[config.mk]
export PLATFORM = sky130hd
export DESIGN_NAME = rip_pseudo_core_wrapper
export DESIGN_NICKNAME = d
export VERILOG_FILES = /design/src/hdl/rip_pkg.sv /design/src/hdl/rip_axi_if.sv /design/src/hdl/rip_mem_req_if.sv /design/src/hdl/rip_axi_master.sv /design/src/hdl/rip_pseudo_core.sv /design/src/hdl/rip_pseudo_core_wrapper.sv
export SDC_FILE = /design/constraint.sdc
export NUM_CORES = 1
export LEC_CHECK = 0
export BUFFER_PORTS_ARGS = -buffer_cell sky130_fd_sc_hd__buf_2
export CORE_UTILIZATION = 52
export CTS_CLUSTER_DIAMETER = 200
export CTS_CLUSTER_SIZE = 25
export DETAILED_ROUTE_END_ITERATION = 16
export PLACE_DENSITY_LB_ADDON = 0.08
export SLEW_MARGIN = 30
export SYNTH_ARGS = -nofsm -noshare
export SYNTH_HDL_FRONTEND = slang
export SYNTH_SLANG_ARGS = --single-unit
[constraint.sdc]
create_clock -name clk -period 3.9 [get_ports clk]
set_clock_uncertainty 0.05 [all_clocks]
set_input_delay 0.195 -clock clk [delete_from_list [all_inputs] [get_ports clk]]
set_output_delay 0.195 -clock clk [all_outputs]
set_load 0.01 [all_outputs]
[src/hdl/rip_pkg.sv]
package rip_pkg;

    // bus and instruction widths.
    localparam int ADDR_WIDTH    = 32;
    localparam int DATA_WIDTH    = 32;
    localparam int OP_WIDTH      = 4;
    localparam int OPERAND_WIDTH = 28;

    // AXI response codes.
    localparam logic [1:0] RESP_OKAY   = 2'b00;
    localparam logic [1:0] RESP_SLVERR = 2'b10;

    typedef enum logic [OP_WIDTH-1:0] {
        OP_HALT  = 4'd0,
        OP_LOAD  = 4'd1,
        OP_ADD   = 4'd2,
        OP_STORE = 4'd3,
        OP_XOR   = 4'd4
    } rip_op_e;

    typedef enum logic [2:0] {
        ST_START,
        ST_FETCH,
        ST_EXEC,
        ST_WRITE,
        ST_DONE,
        ST_FAULT
    } core_state_e;

    typedef enum logic [1:0] {
        M_IDLE,
        M_READ,
        M_WRITE,
        M_RESP
    } master_state_e;

endpackage

[src/hdl/rip_axi_if.sv]
`timescale 1ns/1ps

interface rip_axi_if;
    import rip_pkg::*;

    logic [ADDR_WIDTH-1:0] awaddr;
    logic                  awvalid;
    logic                  awready;
    logic [DATA_WIDTH-1:0] wdata;
    logic                  wvalid;
    logic                  wready;
    logic [1:0]            bresp;
    logic                  bvalid;
    logic                  bready;
    logic [ADDR_WIDTH-1:0] araddr;
    logic                  arvalid;
    logic                  arready;
    logic [DATA_WIDTH-1:0] rdata;
    logic [1:0]            rresp;
    logic                  rvalid;
    logic                  rready;

    modport master (
        output awaddr, awvalid, input awready,
        output wdata, wvalid, input wready,
        input bresp, bvalid, output bready,
        output araddr, arvalid, input arready,
        input rdata, rresp, rvalid, output rready
    );

    modport slave (
        input awaddr, awvalid, output awready,
        input wdata, wvalid, output wready,
        output bresp, bvalid, input bready,
        input araddr, arvalid, output arready,
        output rdata, rresp, rvalid, input rready
    );

endinterface

[src/hdl/rip_mem_req_if.sv]
`timescale 1ns/1ps

interface rip_mem_req_if;
    import rip_pkg::*;

    // the requester holds valid and its payload stable until done.
    logic                  valid;
    logic                  write;
    logic [ADDR_WIDTH-1:0] addr;
    logic [DATA_WIDTH-1:0] wdata;
    logic                  done;
    logic [DATA_WIDTH-1:0] rdata;
    logic                  err;

    modport master (
        output valid, write, addr, wdata,
        input  done, rdata, err
    );

    modport slave (
        input  valid, write, addr, wdata,
        output done, rdata, err
    );

endinterface

[src/hdl/rip_axi_master.sv]
`timescale 1ns/1ps

module rip_axi_master (
    input logic          clk,
    input logic          arst_n,
    rip_mem_req_if.slave req,
    rip_axi_if.master    axi
);
    import rip_pkg::*;

    master_state_e         state;
    logic [ADDR_WIDTH-1:0] addr_q;
    logic [DATA_WIDTH-1:0] wdata_q;
    logic                  aw_acc;
    logic                  w_acc;

    // a write channel counts as accepted once its valid has dropped or it transfers now.
    assign aw_acc = ~axi.awvalid | axi.awready;
    assign w_acc  = ~axi.wvalid | axi.wready;

    assign axi.awaddr = addr_q;
    assign axi.araddr = addr_q;
    assign axi.wdata  = wdata_q;

    always_ff @(posedge clk or negedge arst_n) begin
        if (!arst_n) begin
            state       <= M_IDLE;
            axi.awvalid <= 1'b0;
            axi.wvalid  <= 1'b0;
            axi.bready  <= 1'b0;
            axi.arvalid <= 1'b0;
            axi.rready  <= 1'b0;
            req.done    <= 1'b0;
        end else begin
            req.done <= 1'b0;
            case (state)
                M_IDLE: begin
                    if (req.valid && req.write) begin
                        axi.awvalid <= 1'b1;
                        axi.wvalid  <= 1'b1;
                        state       <= M_WRITE;
                    end else if (req.valid) begin
                        axi.arvalid <= 1'b1;
                        state       <= M_READ;
                    end
                end
                M_READ: begin
                    if (axi.arvalid && axi.arready) begin
                        axi.arvalid <= 1'b0;
                        axi.rready  <= 1'b1;
                    end
                    if (axi.rready && axi.rvalid) begin
                        axi.rready <= 1'b0;
                        req.done   <= 1'b1;
                        state      <= M_RESP;
                    end
                end
                M_WRITE: begin
                    if (axi.awvalid && axi.awready) begin
                        axi.awvalid <= 1'b0;
                    end
                    if (axi.wvalid && axi.wready) begin
                        axi.wvalid <= 1'b0;
                    end
                    if (!axi.bready && aw_acc && w_acc) begin
                        axi.bready <= 1'b1;
                    end
                    if (axi.bready && axi.bvalid) begin
                        axi.bready <= 1'b0;
                        req.done   <= 1'b1;
                        state      <= M_RESP;
                    end
                end
                // done is high here, so the still-raised valid is not taken again.
                M_RESP: state <= M_IDLE;
                default: state <= M_IDLE;
            endcase
        end
    end

    always_ff @(posedge clk) begin
        if (state == M_IDLE && req.valid) begin
            addr_q  <= req.addr;
            wdata_q <= req.wdata;
        end
        if (axi.rready && axi.rvalid) begin
            req.rdata <= axi.rdata;
            req.err   <= (axi.rresp != RESP_OKAY);
        end
        if (axi.bready && axi.bvalid) begin
            req.err <= (axi.bresp != RESP_OKAY);
        end
    end

endmodule

[src/hdl/rip_pseudo_core.sv]
`timescale 1ns/1ps

module rip_pseudo_core (
    input  logic                           clk,
    input  logic                           arst_n,
    input  logic [rip_pkg::ADDR_WIDTH-1:0] mem_head,
    output logic [1:0]                     busy,
    rip_mem_req_if.master                  req
);
    import rip_pkg::*;

    core_state_e              state;
    core_state_e              next_state;
    logic [ADDR_WIDTH-1:0]    base;
    logic [OPERAND_WIDTH-1:0] pc;
    logic [DATA_WIDTH-1:0]    ir;
    logic [DATA_WIDTH-1:0]    acc;
    logic                     running;
    logic                     fault;
    rip_op_e                  op;
    logic [OPERAND_WIDTH-1:0] operand;

    // word index to byte address relative to the program base.
    function automatic logic [ADDR_WIDTH-1:0] word_addr(
        input logic [ADDR_WIDTH-1:0]    head,
        input logic [OPERAND_WIDTH-1:0] index
    );
        return head + {{(ADDR_WIDTH-OPERAND_WIDTH-2){1'b0}}, index, 2'b00};
    endfunction

    assign op      = rip_op_e'(ir[DATA_WIDTH-1 -: OP_WIDTH]);
    assign operand = ir[OPERAND_WIDTH-1:0];
    assign busy    = {fault, running};

    always_comb begin
        req.valid = 1'b0;
        req.write = 1'b0;
        req.addr  = word_addr(base, pc);
        req.wdata = acc;
        case (state)
            ST_FETCH: req.valid = 1'b1;
            ST_EXEC: begin
                req.addr  = word_addr(base, operand);
                req.valid = (op == OP_LOAD) || (op == OP_ADD) || (op == OP_XOR);
            end
            ST_WRITE: begin
                req.addr  = word_addr(base, operand);
                req.valid = 1'b1;
                req.write = 1'b1;
            end
            default: req.valid = 1'b0;
        endcase
    end

    always_comb begin
        next_state = state;
        case (state)
            ST_START: next_state = ST_FETCH;
            ST_FETCH: if (req.done) next_state = req.err ? ST_FAULT : ST_EXEC;
            ST_EXEC: begin
                case (op)
                    OP_HALT:  next_state = ST_DONE;
                    OP_STORE: next_state = ST_WRITE;
                    OP_LOAD, OP_ADD, OP_XOR: begin
                        if (req.done) next_state = req.err ? ST_FAULT : ST_FETCH;
                    end
                    default: next_state = ST_FAULT;
                endcase
            end
            ST_WRITE: if (req.done) next_state = req.err ? ST_FAULT : ST_FETCH;
            default: next_state = state;
        endcase
    end

    always_ff @(posedge clk or negedge arst_n) begin
        if (!arst_n) begin
            state   <= ST_START;
            running <= 1'b0;
            fault   <= 1'b0;
        end else begin
            state   <= next_state;
            running <= (next_state == ST_FETCH) || (next_state == ST_EXEC) ||
                       (next_state == ST_WRITE);
            fault   <= fault | (next_state == ST_FAULT);
        end
    end

    always_ff @(posedge clk) begin
        if (state == ST_START) begin
            base <= mem_head;
            pc   <= '0;
            acc  <= '0;
        end
        if (state == ST_FETCH && req.done) begin
            ir <= req.rdata;
            pc <= pc + 1'b1;
        end
        if (state == ST_EXEC && req.done && !req.err) begin
            case (op)
                OP_LOAD: acc <= req.rdata;
                OP_ADD:  acc <= acc + req.rdata;
                OP_XOR:  acc <= acc ^ req.rdata;
                default: acc <= acc;
            endcase
        end
    end

endmodule

[src/hdl/rip_pseudo_core_wrapper.sv]
`timescale 1ns/1ps

module rip_pseudo_core_wrapper (
    input  logic                           clk,
    input  logic                           arst_n,
    input  logic [rip_pkg::ADDR_WIDTH-1:0] mem_head,
    output logic [1:0]                     busy,
    output logic [rip_pkg::ADDR_WIDTH-1:0] awaddr,
    output logic                           awvalid,
    input  logic                           awready,
    output logic [rip_pkg::DATA_WIDTH-1:0] wdata,
    output logic                           wvalid,
    input  logic                           wready,
    input  logic [1:0]                     bresp,
    input  logic                           bvalid,
    output logic                           bready,
    output logic [rip_pkg::ADDR_WIDTH-1:0] araddr,
    output logic                           arvalid,
    input  logic                           arready,
    input  logic [rip_pkg::DATA_WIDTH-1:0] rdata,
    input  logic [1:0]                     rresp,
    input  logic                           rvalid,
    output logic                           rready
);

    rip_axi_if     axi_if ();
    rip_mem_req_if mem_req ();

    rip_pseudo_core u_core (
        .clk      (clk),
        .arst_n   (arst_n),
        .mem_head (mem_head),
        .busy     (busy),
        .req      (mem_req)
    );

    rip_axi_master u_master (
        .clk    (clk),
        .arst_n (arst_n),
        .req    (mem_req),
        .axi    (axi_if)
    );

    // write channels.
    assign awaddr         = axi_if.awaddr;
    assign awvalid        = axi_if.awvalid;
    assign axi_if.awready = awready;
    assign wdata          = axi_if.wdata;
    assign wvalid         = axi_if.wvalid;
    assign axi_if.wready  = wready;
    assign axi_if.bresp   = bresp;
    assign axi_if.bvalid  = bvalid;
    assign bready         = axi_if.bready;

    // read channels.
    assign araddr         = axi_if.araddr;
    assign arvalid        = axi_if.arvalid;
    assign axi_if.arready = arready;
    assign axi_if.rdata   = rdata;
    assign axi_if.rresp   = rresp;
    assign axi_if.rvalid  = rvalid;
    assign rready         = axi_if.rready;

endmodule

==> metrics.cfg, run 1 <==
[floorplanning]
io-pin-count=178
initial_core_util=0.531
die-area_mm2=0.0246
fp-row-count=56
die_h_um=157
die_x_um=157
core-area_mm2=0.0235

[final_layout]
drive_above_1_share=0.206
area_delta_synth_final_pct=17.4
diodes=0
fin_nets=1422

[synth]
synth_area_mm2=0.0125
synth_top_area_frac=0.533
syn_inst=1064
synth-main-ff-cell=edfxtp_1
ys_types=69
synth_nets=1207
async_flop_share=0.0556
synth.area.top_cells=edfxtp_1 53%, ha_1 6.6%, a21oi_1 3.4%
yosys.area.top_type=edfxtp_1
ys_seq_elements=234
yosysSeqAreaShare=0.559
synth-edff-count=221
yosys_warnings=0
synth.avg_cell_area_um2=11.7

[outcome]
status=completed

[setup_path]
cp-end-kind=flop
path_class=flop to flop
cp_cell_sequence=nor2b_2, buf_12, mux2_2, ha_1, a211oi_1, o21ai_0, a21oi_1, o31ai_1, buf_4, a2111oi_0, buf_4, o31ai_1, a21oi_1, xnor2_1
crit_family=compound AO/OA/AOI/OAI gates
cp.required_ns=4.08
rrSetupSlack_ns=0.25
cp-start-kind=flop
max_stage_delay_ns=0.42
worstPathMaxFanout=11
reg2reg_to=u_master.axi.araddr[27]
critPathSlowestCell=a2111oi_0
reg2reg_depth=14
worstPathArrival_ns=3.83
cp_num_buf_inv=3
r2r-start=u_core.state[2]

[sta]
worstMarginPinSlew_ns=0.899
max_freq_ghz=0.274
finalMaxSlewViolations=0
rsz0062_at_grt=no
post-route-period-util=0.935
hold_viol=0
finalSetupTns_ns=0
min_period_ns=3.65
max_slew_margin=0.401
setup_viol=0

[grt]
grt_pass1_wl_mm=44.6
grtUsageMet3=0.0263
grt_usage=0.233
grt.met1_usage=0.315
grt_pass1_vias=8560
grt_overflow=0
antenna_found_initial=0
grt_max_degree=51
grt_most_used_layer=met2
grt_use_met2=0.397

[min_path]
hold_depth=3
min_from=rresp[0]
min_to=u_master.req.err
min_path_type=input pin to flop

[cts]
clockRootBuffer=clkbuf_16
cts_tree=done
htree_levels=1
cts_setup_buffers=0
clk_pin_slew_ns=0.10
cts_max_path_buffers=3
cts_buffers=13
numClockSinks=234
insertion_delay_ns=0.49

[routing]
drt-pass1-iter-count=4
ant_nets=0
viasPerCell=5.62
wire_per_inst_um=17.7
vias=8984
routed_wl_mm=28.4
drc_errors=0
drt_iter0_markers=562

[place]
post-dp-hpwl_mm=19.6
gp_congestion=0.894
io_buffer_count=177

[power]
power.total_w=0.00617
cellPowerDensity_mw_per_mm2=422
p_leak_nw=5.64
peakVddDrop_mv=0.371

[flow_run]
drv_cap=0

## routing by layer
metal | part of all wire | vias up
met3 | 0.044 | 36
met2 | 0.49 | 257
met1 | 0.45 | 4272
met5 | 0 | -
li1 | - | 4419
met4 | 0.022 | 0
## worst max path at each step
stage / from / to / slack (ns) / cells past startpoint
2_1_floorplan: u_core.state[1] / u_master.axi.araddr[28] / 0.11 / 14
3_3_place_gp: u_core.state[2] / u_master.axi.araddr[28] / 0.29 / 14
3_5_place_dp: u_core.state[2] / u_master.axi.araddr[28] / 0.21 / 14
4_1_cts: u_core.state[2] / u_master.axi.araddr[28] / 0.20 / 14
5_1_grt: u_core.state[2] / u_master.axi.araddr[28] / 0.04 / 14
6_report: u_core.state[2] / u_master.axi.araddr[27] / 0.25 / 14
## state kept, by name (all words and copies together), names as in the netlist, 2 cells and up
register / count
u_core.base: 32
u_core.ir: 32
u_core.pc: 28
u_core.req.wdata: 32
u_core.state: 3
u_master.axi.araddr: 32
u_master.axi.wdata: 32
u_master.req.rdata: 32
u_master.state: 2
## layout make-up
class                           count  area, um2
Clock buffer                       16        337
Clock inverter                      1       16.3
Fill cell                        1883       8850
Inverter                           26       97.6
Multi-Input combinational cell    735       5030
Sequential cell                   234       6960
Tap cell                          319        399
Timing Repair Buffer              269       1780
## cells in the final DEF, fill, tap and decap left out, drive strengths merged, types with 28 or more instances in the layout
cell           n
ha            66
buf          197
edfxtp       221
mux2          28
o21ai         55
nor2          83
a21o          32
dlygate4sd3   72
nand2         77
a21oi         86
## Yosys cell counts (5+ instances only)
| library cell | number |
|---|---|
| edfxtp_1 | 221 |
| a21oi_1 | 85 |
| nor2_1 | 83 |
| nand2_1 | 77 |
| ha_1 | 66 |
| o21ai_0 | 54 |
| buf_4 | 34 |
| a21o_1 | 32 |
| mux2_2 | 28 |
| clkbuf_1 | 27 |
| inv_1 | 26 |
| xor2_1 | 25 |
| xnor2_1 | 24 |
| a31oi_1 | 20 |
| nand3_1 | 20 |
| nor3_1 | 18 |
| or3_1 | 17 |
| a22oi_1 | 14 |
| nand4_1 | 14 |
| dfrtp_1 | 13 |
| and2_1 | 12 |
| and3_1 | 12 |
| o21bai_1 | 11 |
| nand2b_1 | 10 |
| a211oi_1 | 9 |
| nor2b_1 | 8 |
| buf_1 | 7 |
| o31ai_1 | 7 |
| or2_2 | 7 |
| a31o_2 | 6 |
| and4_1 | 5 |
## worst min-delay path, cell delays in order
cell,delay [ns]
buf_2,0.07
nor2_1,0.03
a21oi_1,0.14
## kinds of logic after synthesis
family | Yosys count | synth area share
flip-flops | 234 | 0.559
AND/OR/NAND/NOR | 291 | 0.112
adder cells (fa/ha/maj) | 69 | 0.0703
multiplexers | 31 | 0.0277
AO/OA/AOI/OAI | 295 | 0.158
buffers and inverters | 95 | 0.0390
XOR/XNOR | 49 | 0.0345
## report_power, final
part	total, W	internal (W)	switching [W]
Combinational	0.00158	0.000677	0.000904
Sequential	0.00320	0.00304	0.000164
Clock	0.00139	0.000624	0.000767
Total	0.00617	0.00434	0.00184
## metrics by stage
step | std cells | cell area (um2) | hold slack, ns | setup WS, ns | utilization
4_1_cts | 1600 | 14600 | 0.000675 | 0.201 | 0.623
3_5_place_dp | 1511 | 13500 | 0.0452 | 0.212 | 0.577
3_3_place_gp | 1511 | 13500 | 0.0513 | 0.286 | 0.577
5_1_grt | 1600 | 14600 | 0.0590 | 0.0438 | 0.623
2_1_floorplan | 1064 | 12500 | -0.151 | 0.108 | -
6_report | 1600 | 14600 | 0.0362 | 0.252 | 0.623
## what timing repair did
| item | CTS | global route |
|---|---|---|
| hold buffers | 72 | 0 |
| setup endpoints to repair | 0 | 2 |
| hold endpoints to repair | 85 | 0 |
| resized for setup | 0 | 2 |
Power figures use the tool's default switching activity.
==> inputs of run 2 (changes only) <==
--- a/config.mk
+++ b/config.mk
@@ -6,7 +6,8 @@
 export NUM_CORES = 1
 export LEC_CHECK = 0
 export BUFFER_PORTS_ARGS = -buffer_cell sky130_fd_sc_hd__buf_2
-export CORE_UTILIZATION = 52
+export CORE_UTILIZATION = 53
+export CTS_BUF_LIST = sky130_fd_sc_hd__clkbuf_8
 export CTS_CLUSTER_DIAMETER = 200
 export CTS_CLUSTER_SIZE = 25
 export DETAILED_ROUTE_END_ITERATION = 16
==> constraint.sdc (replaced) <==
create_clock -name clk -period 3.9 [get_ports clk]
set_clock_uncertainty 0.05 [all_clocks]
set_input_delay 0.975 -clock clk [delete_from_list [all_inputs] [get_ports clk]]
set_output_delay 0.975 -clock clk [all_outputs]
set_load 0.01 [all_outputs]
==> metrics.cfg, run 2 (synthesis results as in run 1) <==
[sta]
worstMarginPinSlew_ns=0.936  ; was 0.899 ns
hold_viol=0  ; unchanged
finalMaxSlewViolations=0  ; unchanged
finalSetupTns_ns=0  ; unchanged
max_slew_margin=0.376  ; was 0.401
rsz0062_at_grt=no  ; unchanged
max_freq_ghz=0.273  ; was 0.274 GHz
setup_viol=0  ; unchanged
post-route-period-util=0.940  ; was 0.935
setup_slack_ns=0.235  ; was 0.252 ns
min_period_ns=3.67  ; was 3.65 ns

[routing]
routed_wl_mm=27.0  ; was 28.4 mm
drt-pass1-iter-count=5  ; was 4
drt_iter0_markers=504  ; was 562
drc_errors=0  ; unchanged
viasPerCell=5.72  ; was 5.62
ant_nets=0  ; unchanged
vias=8724  ; was 8984
wire_per_inst_um=17.7  ; about the same

[cts]
cts_setup_buffers=0  ; unchanged
cts_tree=done  ; unchanged
numClockSinks=234  ; unchanged
hold_buffers=0  ; was 72
cts_resized=0  ; unchanged
clk_pin_slew_ns=0.15  ; was 0.10 ns
htree_levels=1  ; unchanged
cts_buffers=13  ; unchanged
insertion_delay_ns=0.53  ; was 0.49 ns
cts_max_path_buffers=3  ; unchanged
clockRootBuffer=clkbuf_8  ; was clkbuf_16

[power]
p_leak_nw=5.30  ; was 5.64 nW
peakVddDrop_mv=0.308  ; was 0.371 mV
cellPowerDensity_mw_per_mm2=419  ; was 422 mW/mm2

[final_layout]
nFillCells=1923  ; was 1883
final_common_cell=edfxtp_1  ; unchanged
diodes=0  ; unchanged
mostFrequentLayoutCells=221 x edfxtp_1, 177 x buf_2, 84 x a21oi_1, 82 x nor2_1, 77 x nand2_1  ; was 221 x edfxtp_1, 177 x buf_2, 85 x a21oi_1, 82 x nor2_1, 77 x nand2_1
area_delta_synth_final_pct=10.5  ; was 17.4%
fin_nets=1352  ; was 1422
multiInputGateArea_mm2=0.00504  ; was 0.00503 mm2
regArea_mm2=0.00696  ; unchanged
drive_above_1_share=0.220  ; was 0.206

[setup_path]
reg2reg_depth=13  ; was 14
r2r-start=u_core.state[2]  ; unchanged
max_stage_delay_ns=0.42  ; about the same
critPathSlowestCell=dfrtp_1  ; was a2111oi_0
rrSetupSlack_ns=0.23  ; was 0.25 ns
path_class=flop to flop  ; unchanged
cp_num_buf_inv=1  ; was 3
worstPathArrival_ns=3.90  ; was 3.83 ns
reg2reg_to=u_master.axi.araddr[30]  ; was u_master.axi.araddr[27]
cp_cell_sequence=nor2b_2, buf_4, mux2_2, ha_1, fa_1, a21oi_1, o21ai_1, a211oi_1, o211ai_1, a31o_2, a21oi_1, o31ai_1, xor2_1  ; was nor2b_2, buf_12, mux2_2, ha_1, a211oi_1, o21ai_0, a21oi_1, o31ai_1, buf_4, a2111oi_0, buf_4, o31ai_1, a21oi_1, xnor2_1
cp-start-kind=flop  ; unchanged
cp-end-kind=flop  ; unchanged
crit_family=compound AO/OA/AOI/OAI gates  ; unchanged
cp_common_cell=a21oi_1
cp.required_ns=4.13  ; was 4.08 ns
worstPathMaxFanout=9  ; was 11

[grt]
grt_max_degree=51  ; unchanged
grt_usage=0.224  ; was 0.233
antenna_found_initial=0  ; unchanged
grt_overflow=0  ; unchanged
grt_pass1_wl_mm=42.7  ; was 44.6 mm
grt_pass1_vias=8222  ; was 8560

[floorplanning]
die_h_um=155  ; was 157 um
core-area_mm2=0.0228  ; was 0.0235 mm2
fp-row-count=55  ; was 56
die_x_um=155  ; was 157 um
die-area_mm2=0.0241  ; was 0.0246 mm2
initial_core_util=0.545  ; was 0.531
io-pin-count=178  ; unchanged

[place]
post-dp-hpwl_mm=19.4  ; was 19.6 mm
dp_worst_setup_slack_ns=0.181  ; was 0.212 ns
io_buffer_count=177  ; unchanged
gp_congestion=0.874  ; was 0.894

[outcome]
status=completed  ; unchanged

[min_path]
min_path_type=input pin to async pin  ; was input pin to flop

[flow_run]
drv_cap=0  ; unchanged

## run 2: cell count changes in the layout (fill, tap and decap cells not counted), moves of 2 or more
cell / change
buf_4: +2
dlygate4sd3_1: -72
clkbuf_1: -3
clkbuf_16: -13
clkbuf_8: +13
inv_1: +3
## run 2: how the worst max path moves through the flow
stage                         start                 endpoint  slack [ns]  cells after the start
detailed placement  u_core.state[2]  u_master.axi.araddr[27]        0.18                     15
finish              u_core.state[2]  u_master.axi.araddr[30]        0.23                     13
global placement    u_core.state[2]  u_master.axi.araddr[28]        0.29                     14
global route        u_core.state[2]  u_master.axi.araddr[27]        0.04                     15
CTS                 u_core.state[2]  u_master.axi.araddr[27]        0.14                     15
floorplan           u_core.state[1]  u_master.axi.araddr[28]        0.11                     14
## run 2: where the power goes
group	total [W]	switching, W	leakage, nW	internal (W)
logic	0.00153	0.000897	3.04	0.000629
clock network	0.00105	0.000726	0.117	0.000323
registers	0.00320	0.000160	2.14	0.00304
total	0.00577	0.00178	5.30	0.00399
## run 2: layer usage
layer	vias up	routed length, um	track usage
met4	0	549	0.0560
li1	4282	-	-
met5	-	0	0
met1	4181	12400	0.310
met3	34	1020	0.0206
met2	227	13000	0.383
## run 2: per-stage QoR
stage               hold WS [ns]  power (W)   util  std cells  area, um2
finish                     0.258    0.00577  0.602       1524      13800
global placement           0.351    0.00474  0.592       1506      13500
floorplan                  0.350    0.00432      -       1064      12500
CTS                        0.233    0.00582  0.601       1523      13700
detailed placement         0.355    0.00477  0.592       1506      13500
global route               0.260    0.00607  0.602       1524      13800
## run 2: area by class of cell
type,count,share of cell area
Clock inverter,4,0.00200
Clock buffer,13,0.0130
Timing Repair Buffer,199,0.0776
Inverter,26,0.00709
Tap cell,313,0.0285
Sequential cell,234,0.506
Multi-Input combinational cell,735,0.366
